--- src/common/neuron_pe_consts.svh ---
//--------------------------------------------------------------------------
// neuron processing element constants
// buffer depths, data width and the timing of the four-cycle operations
// shared by the package and by every block of the element
//--------------------------------------------------------------------------

`ifndef NEURON_PE_CONSTS_SVH
`define NEURON_PE_CONSTS_SVH

// data word width, used for data, weights and the accumulator
`define PE_DATA_W 32

// circular weight store entries
`define PE_WGT_DEPTH 16

// input recording buffer entries
`define PE_IN_DEPTH 8

// finished neuron values waiting for readout
`define PE_OUT_DEPTH 4

// count on which a timed operation commits
// a timed operation therefore lasts PE_OP_LAST + 1 cycles
`define PE_OP_LAST 3

// operation counter width
`define PE_CNT_W 2

`endif

--- src/common/neuron_pe_pkg.sv ---
//--------------------------------------------------------------------------
// neuron processing element types
// data words, store indices, the opcode enum and the per-cycle step
// that the sequencer hands to every consumer
//--------------------------------------------------------------------------

`include "neuron_pe_consts.svh"

package neuron_pe_pkg;

	// signed word for data, weights and accumulator
	typedef logic signed [`PE_DATA_W-1:0] pe_word_t;

	// store indices
	typedef logic [$clog2(`PE_WGT_DEPTH)-1:0] wgt_idx_t;
	typedef logic [$clog2(`PE_IN_DEPTH)-1:0]  in_idx_t;
	typedef logic [$clog2(`PE_OUT_DEPTH)-1:0] out_idx_t;

	// operation cycle count
	typedef logic [`PE_CNT_W-1:0] pe_cnt_t;

	// controller opcodes, code 4 was output forwarding and is now a no-op
	typedef enum logic [2:0] {
		op_idle    = 3'd0,
		op_load    = 3'd1,
		op_ma      = 3'd2,
		op_mab     = 3'd3,
		op_nop     = 3'd4,
		op_bias    = 3'd5,
		op_act     = 3'd6,
		op_act_clr = 3'd7
	} pe_op_t;

	// held opcode plus first and last cycle strobes of a timed operation
	typedef struct packed {
		pe_op_t op;
		logic   issue;
		logic   commit;
	} pe_step_t;

endpackage

--- src/op_sequencer.sv ---
//--------------------------------------------------------------------------
// operation sequencer
// counts the cycles of a held timed opcode and turns the count into
// issue and commit strobes for the stores, the accumulator and the
// output buffer
//--------------------------------------------------------------------------

`include "neuron_pe_consts.svh"

module op_sequencer
	import neuron_pe_pkg::*;
(
	input  logic     clock,
	input  logic     reset,
	input  pe_op_t   ctrl,
	output pe_step_t step
);

	pe_cnt_t cnt;
	pe_cnt_t cnt_nxt;
	logic    timed;
	logic    last;

	// load writes every cycle and nop does nothing, neither is counted
	always_comb
	begin
		case (ctrl)
			op_load,
			op_nop:  timed = 1'b0;
			default: timed = 1'b1;
		endcase
	end

	assign last = (cnt == pe_cnt_t'(`PE_OP_LAST));

	// a run of the same opcode simply restarts at zero
	always_comb
	begin
		if (!timed || last)
			cnt_nxt = '0;
		else
			cnt_nxt = cnt + pe_cnt_t'(1);
	end

	always_ff @(posedge clock)
	begin
		if (reset)
			cnt <= '0;
		else
			cnt <= cnt_nxt;
	end

	//--------------------------------------------------------------------------
	// step to the consumers
	//--------------------------------------------------------------------------

	// opcode passes straight through
	assign step.op     = ctrl;
	assign step.issue  = timed && (cnt == '0);
	assign step.commit = timed && last;

endmodule

--- src/operand_store/weight_store.sv ---
//--------------------------------------------------------------------------
// weight store
// circular array of weights filled by load cycles and read in order,
// one weight per multiply, bias weights included
//--------------------------------------------------------------------------

`include "neuron_pe_consts.svh"

module weight_store
	import neuron_pe_pkg::*;
(
	input  logic     clock,
	input  logic     reset,
	input  pe_op_t   ctrl,
	input  pe_word_t data_in,
	input  pe_step_t step,
	output pe_word_t weight
);

	pe_word_t mem [`PE_WGT_DEPTH];

	wgt_idx_t wr_ptr;
	wgt_idx_t wr_ptr_nxt;
	wgt_idx_t rd_ptr;
	wgt_idx_t rd_ptr_nxt;
	logic     full;
	logic     load_en;
	logic     rd_adv;

	// loads arrive on ctrl directly, they never go through the counter
	// a load into a full store is dropped
	assign load_en = (ctrl == op_load) && !full;

	// every multiply-type commit consumes one weight
	assign rd_adv = step.commit && (step.op inside {op_ma, op_mab, op_bias});

	// pointer wrap at the end of the array
	always_comb
	begin
		if (wr_ptr == wgt_idx_t'(`PE_WGT_DEPTH - 1))
			wr_ptr_nxt = '0;
		else
			wr_ptr_nxt = wr_ptr + wgt_idx_t'(1);
		if (rd_ptr == wgt_idx_t'(`PE_WGT_DEPTH - 1))
			rd_ptr_nxt = '0;
		else
			rd_ptr_nxt = rd_ptr + wgt_idx_t'(1);
	end

	// pointers and full flag
	always_ff @(posedge clock)
	begin
		if (reset)
		begin
			wr_ptr <= '0;
			rd_ptr <= '0;
			full   <= 1'b0;
		end
		else
		begin
			if (load_en)
			begin
				wr_ptr <= wr_ptr_nxt;
				// full is sticky, weights are meant to be loaded once
				if (wr_ptr_nxt == rd_ptr)
					full <= 1'b1;
			end
			if (rd_adv)
				rd_ptr <= rd_ptr_nxt;
		end
	end

	// weight array
	always_ff @(posedge clock)
	begin
		if (load_en)
			mem[wr_ptr] <= data_in;
	end

	// current operand
	assign weight = mem[rd_ptr];

endmodule

--- src/operand_store/input_buffer.sv ---
//--------------------------------------------------------------------------
// input buffer
// records the data of each direct multiply-add so that later weights
// can be applied to the same inputs, with a start bookmark for
// rewinding and a clear that starts a new input set
//--------------------------------------------------------------------------

`include "neuron_pe_consts.svh"

module input_buffer
	import neuron_pe_pkg::*;
(
	input  logic     clock,
	input  logic     reset,
	input  pe_word_t data_in,
	input  pe_step_t step,
	output pe_word_t replay
);

	pe_word_t mem [`PE_IN_DEPTH];

	in_idx_t wr_ptr;
	in_idx_t wr_ptr_nxt;
	in_idx_t rd_ptr;
	in_idx_t rd_ptr_nxt;
	// read position at the start of the current input set
	in_idx_t start_ptr;
	logic    full;
	logic    rec_en;

	// capture data on the first cycle of op_ma, while it is on the pins
	assign rec_en = step.issue && (step.op == op_ma) && !full;

	always_comb
	begin
		if (wr_ptr == in_idx_t'(`PE_IN_DEPTH - 1))
			wr_ptr_nxt = '0;
		else
			wr_ptr_nxt = wr_ptr + in_idx_t'(1);
		if (rd_ptr == in_idx_t'(`PE_IN_DEPTH - 1))
			rd_ptr_nxt = '0;
		else
			rd_ptr_nxt = rd_ptr + in_idx_t'(1);
	end

	//--------------------------------------------------------------------------
	// pointer updates, all on the commit cycle
	//--------------------------------------------------------------------------

	always_ff @(posedge clock)
	begin
		if (reset)
		begin
			wr_ptr    <= '0;
			rd_ptr    <= '0;
			start_ptr <= '0;
			full      <= 1'b0;
		end
		else if (step.commit)
		begin
			case (step.op)
				op_ma:
				begin
					// entry was written at issue, now make it visible
					if (!full)
					begin
						wr_ptr <= wr_ptr_nxt;
						if (wr_ptr_nxt == rd_ptr)
							full <= 1'b1;
					end
				end
				op_mab:
					rd_ptr <= rd_ptr_nxt;
				op_act:
					// replay the same inputs for the next neuron
					rd_ptr <= start_ptr;
				op_act_clr:
				begin
					// drop the recorded set, next op_ma starts a new one
					rd_ptr    <= wr_ptr;
					start_ptr <= wr_ptr;
					full      <= 1'b0;
				end
				default:
				begin
				end
			endcase
		end
	end

	// recorded data
	always_ff @(posedge clock)
	begin
		if (rec_en)
			mem[wr_ptr] <= data_in;
	end

	assign replay = mem[rd_ptr];

endmodule

--- src/mac_unit.sv ---
//--------------------------------------------------------------------------
// multiply-accumulate unit
// picks the multiplier operand for the held opcode, registers the
// operand pair at issue and the product a cycle later, and folds the
// product into the neuron accumulator at commit
// arithmetic is signed 32-bit with wrap
//--------------------------------------------------------------------------

module mac_unit
	import neuron_pe_pkg::*;
(
	input  logic     clock,
	input  logic     reset,
	input  pe_word_t data_in,
	input  pe_word_t weight,
	input  pe_word_t replay,
	input  pe_step_t step,
	output pe_word_t acc
);

	pe_word_t op_sel;
	pe_word_t mul_a;
	pe_word_t mul_w;
	pe_word_t prod;
	logic     is_mult;
	logic     is_act;
	// product stage enable, one cycle behind issue
	logic     mul_pend;

	assign is_mult = step.op inside {op_ma, op_mab, op_bias};
	assign is_act  = step.op inside {op_act, op_act_clr};

	// multiplier operand
	// bias multiplies the weight by one
	always_comb
	begin
		case (step.op)
			op_ma:   op_sel = data_in;
			op_mab:  op_sel = replay;
			op_bias: op_sel = pe_word_t'(1);
			default: op_sel = '0;
		endcase
	end

	always_ff @(posedge clock)
	begin
		if (reset)
			mul_pend <= 1'b0;
		else
			mul_pend <= step.issue && is_mult;
	end

	//--------------------------------------------------------------------------
	// datapath stages
	//--------------------------------------------------------------------------

	// operand pair at issue
	always_ff @(posedge clock)
	begin
		if (step.issue && is_mult)
		begin
			mul_a <= op_sel;
			mul_w <= weight;
		end
	end

	// low 32 bits of the product
	always_ff @(posedge clock)
	begin
		if (mul_pend)
			prod <= mul_a * mul_w;
	end

	// accumulator
	// on activation the output buffer takes the old value on this edge
	always_ff @(posedge clock)
	begin
		if (reset)
			acc <= '0;
		else if (step.commit && is_mult)
			acc <= acc + prod;
		else if (step.commit && is_act)
			acc <= '0;
	end

endmodule

--- src/output_buffer.sv ---
//--------------------------------------------------------------------------
// output buffer
// small FIFO of finished neuron values, written on activation commits
// and read one value per idle run while the controller asks for output
//--------------------------------------------------------------------------

`include "neuron_pe_consts.svh"

module output_buffer
	import neuron_pe_pkg::*;
(
	input  logic     clock,
	input  logic     reset,
	input  pe_step_t step,
	input  logic     output_ctrl,
	input  pe_word_t acc,
	output pe_word_t data_out
);

	pe_word_t mem [`PE_OUT_DEPTH];

	out_idx_t wr_ptr;
	out_idx_t wr_ptr_nxt;
	out_idx_t rd_ptr;
	out_idx_t rd_ptr_nxt;
	logic     full;
	logic     push;
	logic     pop;

	// both activation opcodes pass the accumulator through unchanged
	assign push = step.commit && (step.op inside {op_act, op_act_clr}) && !full;
	// pop at the end of an idle run with readout enabled
	assign pop  = step.commit && (step.op == op_idle) && output_ctrl;

	always_comb
	begin
		if (wr_ptr == out_idx_t'(`PE_OUT_DEPTH - 1))
			wr_ptr_nxt = '0;
		else
			wr_ptr_nxt = wr_ptr + out_idx_t'(1);
		if (rd_ptr == out_idx_t'(`PE_OUT_DEPTH - 1))
			rd_ptr_nxt = '0;
		else
			rd_ptr_nxt = rd_ptr + out_idx_t'(1);
	end

	always_ff @(posedge clock)
	begin
		if (reset)
		begin
			wr_ptr <= '0;
			rd_ptr <= '0;
			full   <= 1'b0;
		end
		else
		begin
			if (push)
			begin
				wr_ptr <= wr_ptr_nxt;
				if (wr_ptr_nxt == rd_ptr)
					full <= 1'b1;
			end
			// full stays set after a pop
			if (pop)
				rd_ptr <= rd_ptr_nxt;
		end
	end

	always_ff @(posedge clock)
	begin
		if (push)
			mem[wr_ptr] <= acc;
	end

	// head of the FIFO, always visible
	assign data_out = mem[rd_ptr];

endmodule

--- src/neuron_pe.sv ---
//--------------------------------------------------------------------------
// neuron processing element
// one neuron node of a vector neural-network accelerator: weight store
// and input buffer feed the multiply-accumulate unit, finished values
// go to a small output buffer read out in idle cycles
//--------------------------------------------------------------------------

module neuron_pe
	import neuron_pe_pkg::*;
(
	input  logic     clock,
	input  logic     reset,
	input  pe_op_t   ctrl,
	input  logic     output_ctrl,
	input  pe_word_t data_in,
	output pe_word_t data_out,
	output logic     data_out_valid
);

	pe_step_t step;
	pe_word_t weight;
	pe_word_t replay;
	pe_word_t acc;

	// output is presented for the whole idle run while requested
	assign data_out_valid = output_ctrl && (ctrl == op_idle);

	op_sequencer i_op_sequencer (
		.clock (clock),
		.reset (reset),
		.ctrl  (ctrl),
		.step  (step)
	);

	//--------------------------------------------------------------------------
	// operand stores
	//--------------------------------------------------------------------------

	weight_store i_weight_store (
		.clock   (clock),
		.reset   (reset),
		.ctrl    (ctrl),
		.data_in (data_in),
		.step    (step),
		.weight  (weight)
	);

	input_buffer i_input_buffer (
		.clock   (clock),
		.reset   (reset),
		.data_in (data_in),
		.step    (step),
		.replay  (replay)
	);

	// accumulator and readout
	mac_unit i_mac_unit (
		.clock   (clock),
		.reset   (reset),
		.data_in (data_in),
		.weight  (weight),
		.replay  (replay),
		.step    (step),
		.acc     (acc)
	);

	output_buffer i_output_buffer (
		.clock       (clock),
		.reset       (reset),
		.step        (step),
		.output_ctrl (output_ctrl),
		.acc         (acc),
		.data_out    (data_out)
	);

endmodule

--- config.mk ---
export PLATFORM = sky130hd
export DESIGN_NAME = neuron_pe
export DESIGN_NICKNAME = d
export VERILOG_FILES = /design/src/common/neuron_pe_pkg.sv /design/src/op_sequencer.sv /design/src/operand_store/weight_store.sv /design/src/operand_store/input_buffer.sv /design/src/mac_unit.sv /design/src/output_buffer.sv /design/src/neuron_pe.sv
export VERILOG_INCLUDE_DIRS = /design/src /design/src/common
export SDC_FILE = /design/constraint.sdc
export NUM_CORES = 2
export LEC_CHECK = 0
export ABC_CLOCK_PERIOD_IN_PS = 9300
export BUFFER_PORTS_ARGS = -buffer_cell sky130_fd_sc_hd__buf_4
export CAP_MARGIN = 20
export CORE_ASPECT_RATIO = 0.5
export CORE_MARGIN = 2
export CORE_UTILIZATION = 25
export CTS_BUF_LIST = sky130_fd_sc_hd__clkbuf_8 sky130_fd_sc_hd__clkbuf_16
export DETAILED_ROUTE_END_ITERATION = 8
export GPL_TIMING_DRIVEN = 0
export HOLD_SLACK_MARGIN = 0.12
export SYNTH_ARGS = -nofsm -noshare
export SYNTH_HDL_FRONTEND = slang
export SYNTH_SLANG_ARGS = --single-unit
--- constraint.sdc ---
create_clock -name clock -period 9.3 [get_ports clock]
set_input_delay 0 -clock clock [delete_from_list [all_inputs] [get_ports clock]]
set_output_delay 0 -clock clock [all_outputs]
set_load 0.02 [all_outputs]
==> reports/qor.yml <==
yosys:
  avgSynthCellArea_um2: 15.27
  synth_edf_count: 992
  syn_inst: 3739
  ys.flop_type: "edfxtp_1"
  synth_area_mm2: 0.05709
  ys_ff_latch: 1056
  ys_async_sr_fraction_pct: 0
  ys_seq_area_share_pct: 54.43
  synth_warnings: 0
  ys_types: 70
  synth_top_area_share_pct: 52.18
  synth_area_leaders: "edfxtp_1 (52%), fa_1 (14%), mux4_2 (10%)"
  yosysTopAreaCell: "edfxtp_1"
  synth_nets: 4383
floorplan:
  die_area_mm2: 0.2324
  io_pins: 71
  die_x_um: 679.8
  placementRows: 123
  coreArea_mm2: 0.2259
  start_util_pct: 25.27
  die_h_um: 341.9
clock_network:
  insertion_delay_ps: 720
  cts_buffers: 103
  post_cts_buffers: 0
  clkTransAtPathRegs_ps: 60
  clock-sinks: 1056
  cts_tree: "done"
  cts.htree.levels: 3
  clk_path_buf_depth: 3
  cts_root_buf: "clkbuf_16"
finish:
  area_delta_synth_final_pct: 15.80
  post-route-util_pct: 29.26
  fill_cells: 22546
  drive_gt1_share_pct: 13.89
  layout_commonest_cell: "edfxtp_1"
  nets: 4655
  final_cell_mix: "edfxtp_1 (992), inv_1 (484), fa_1 (409), and2_1 (377), mux4_2 (256)"
route:
  drcViolationCount: 0
  vias_per_cell: 4.436
  vias: 31484
  drt_iter0_markers: 2593
  drtAntennaViolNets: 0
  wirelength_mm: 145.7
  dr.pass1.iters: 5
  wl_per_cell_um: 20.52
placement:
  dp_hpwl_mm: 105.4
  portBuffers: 69
  gp_congestion: 0.8732
timing:
  final_hold_viol_count: 0
  maxClockFrequency_mhz: 116.3
  setup_viol: 0
  relSlewSlack_pct: 29.53
  period_needed_ps: 8596
  finalSetupTns_ps: 0
  worstMarginPinSlew_ps: 1057
  drv_slew: 0
  timing.final.crit_share_pct: 92.43
  rsz0062_at_grt: "false"
  fin_skew_ps: 50.16
worst_setup_path:
  cp_data_arrival_time_ps: 9020
  reg2reg_depth: 24
  critPathMaxStageDelay_ps: 680
  critPathTopFamily: "adder cells"
  rrSetupSlack_ps: 700
  criticalPathCategory: "reg -> reg"
  cpMostUsedCell: "fa_1"
  crit_required_ps: 9730
  worstReg2RegEnd: "i_mac_unit.prod[31]"
  critPathMaxFanout: 10
  start_kind: "flip-flop"
  cp-end-kind: "flip-flop"
  crit_slowest_cell: "clkbuf_1"
  path_cells: "clkbuf_1 -> clkbuf_1 -> and2_1 -> fa_1 -> fa_1 -> fa_1 -> inv_1 -> fa_1 -> inv_1 -> fa_1 -> inv_1 -> fa_1 -> inv_1 -> fa_1 -> fa_1 -> ha_1 -> a211oi_1 -> o21a_1 -> nor2_1 -> o31a_1 -> a211o_1 -> a311o_1 -> a41oi_1 -> xnor2_1"
  critPathBufInv: 6
  r2r_start: "i_mac_unit.mul_a[12]"
hold_path:
  worst_hold_path_type: "in -> reg"
  holdPathStages: 2
  min-delay-start: "data_in[18]"
  hold_end: "i_weight_store.mem[11][18]"
run:
  drv_cap: 0
global_routing:
  grt.total_usage_pct: 12.52
  grt_max_degree: 44
  antenna_found_initial: 12
  overflow: 0
  grt_pass1_wl_mm: 217.4
  grt_pass1_vias: 32589
status:
  outcome: "complete, no violations"
-- metal layers --
| layer | global-route usage, % | part of all wire [%] | vias up |
|---|---|---|---|
| li1 | - | - | 13771 |
| met1 | 16.66 | 43 | 16551 |
| met2 | 21.54 | 49 | 961 |
| met3 | 1.884 | 5.7 | 193 |
| met4 | 2.972 | 2.2 | 8 |
| met5 | 0 | 0.032 | - |
-- state kept, by name, summed over array words and instances (netlist names), 3 cells and up, named ones only --
| name | flops |
|---|---|
| i_weight_store.mem | 512 |
| i_input_buffer.mem | 256 |
| i_output_buffer.mem | 128 |
| i_mac_unit.acc | 32 |
| i_mac_unit.mul_a | 32 |
| i_mac_unit.mul_w | 32 |
| i_mac_unit.prod | 32 |
| i_weight_store.rd_ptr | 4 |
| i_weight_store.wr_ptr | 4 |
| i_input_buffer.rd_ptr | 3 |
| i_input_buffer.start_ptr | 3 |
| i_input_buffer.wr_ptr | 3 |
-- what timing repair did --
item / CTS / global route
hold buffers: 40 / 0
hold endpoints to repair: 832 / 0
gates resized for setup: 0 / 0
-- through the flow --
stage / hold slack (ps) / area [um2] / instances / setup slack, ps
2_1_floorplan: 98.87 / 57090 / 3739 / 2096
3_3_place_gp: 402.5 / 61360 / 6808 / 780.7
3_5_place_dp: 403.1 / 62320 / 6859 / 819.0
4_1_cts: 172.1 / 66000 / 7089 / 782.1
5_1_grt: 205.4 / 66100 / 7097 / 409.1
6_report: 222.2 / 66100 / 7098 / 704.4
-- Yosys cell counts, types with 63 or more instances --
master    number
and2_1       382
clkbuf_1     149
dfxtp_1       64
edfxtp_1     992
fa_1         409
ha_1         197
inv_1        449
mux4_2       256
nand2_1      239
nor2_1        85
o21ai_0       63
xnor2_1       93
-- final cells by class --
| type | instances | area (um2) | share of cell area, % |
|---|---|---|---|
| Buffer | 174 | 654.4 | 0.9899 |
| Sequential cell | 1056 | 31070 | 47.00 |
| Clock inverter | 83 | 630.6 | 0.9540 |
| Antenna cell | 2 | 5.005 | 0.007571 |
| Multi-Input combinational cell | 2060 | 23850 | 36.08 |
| Timing Repair Buffer | 167 | 1814 | 2.744 |
| Clock buffer | 107 | 2644 | 3.999 |
| Inverter | 449 | 1685 | 2.550 |
| Tap cell | 3000 | 3754 | 5.678 |
-- cell families after synthesis --
kind of cell | share of synthesized area (%)
flops | 54.43
compound gates | 2.768
xor+xnor | 1.841
buf+inv | 4.099
simple gates | 7.384
fa+ha+maj | 18.66
mux | 10.82
-- worst reg2reg max path, stage by stage, from the launching register on --
cell and delay, ps:
edfxtp_1 360, clkbuf_1 690, clkbuf_1 630, and2_1 250, fa_1 450, fa_1 520, fa_1 510, inv_1 50
fa_1 470, inv_1 50, fa_1 490, inv_1 50, fa_1 530, inv_1 50, fa_1 510, fa_1 430
ha_1 370, a211oi_1 330, o21a_1 200, nor2_1 60, o31a_1 280, a211o_1 310, a311o_1 360, a41oi_1 250
xnor2_1 100
-- worst max path at each step --
stage / start / to / cells after the start
global placement: i_mac_unit.mul_a[12] / i_mac_unit.prod[31] / 24
CTS: i_mac_unit.mul_a[12] / i_mac_unit.prod[31] / 24
global route: i_mac_unit.mul_a[12] / i_mac_unit.prod[31] / 24
floorplan: i_mac_unit.mul_a[12] / i_mac_unit.prod[31] / 24
finish: i_mac_unit.mul_a[12] / i_mac_unit.prod[31] / 24
detailed placement: i_mac_unit.mul_a[12] / i_mac_unit.prod[31] / 24
Power is not shown: default switching activity piles up to over one toggle a cycle in this logic, so the estimate is an artifact.
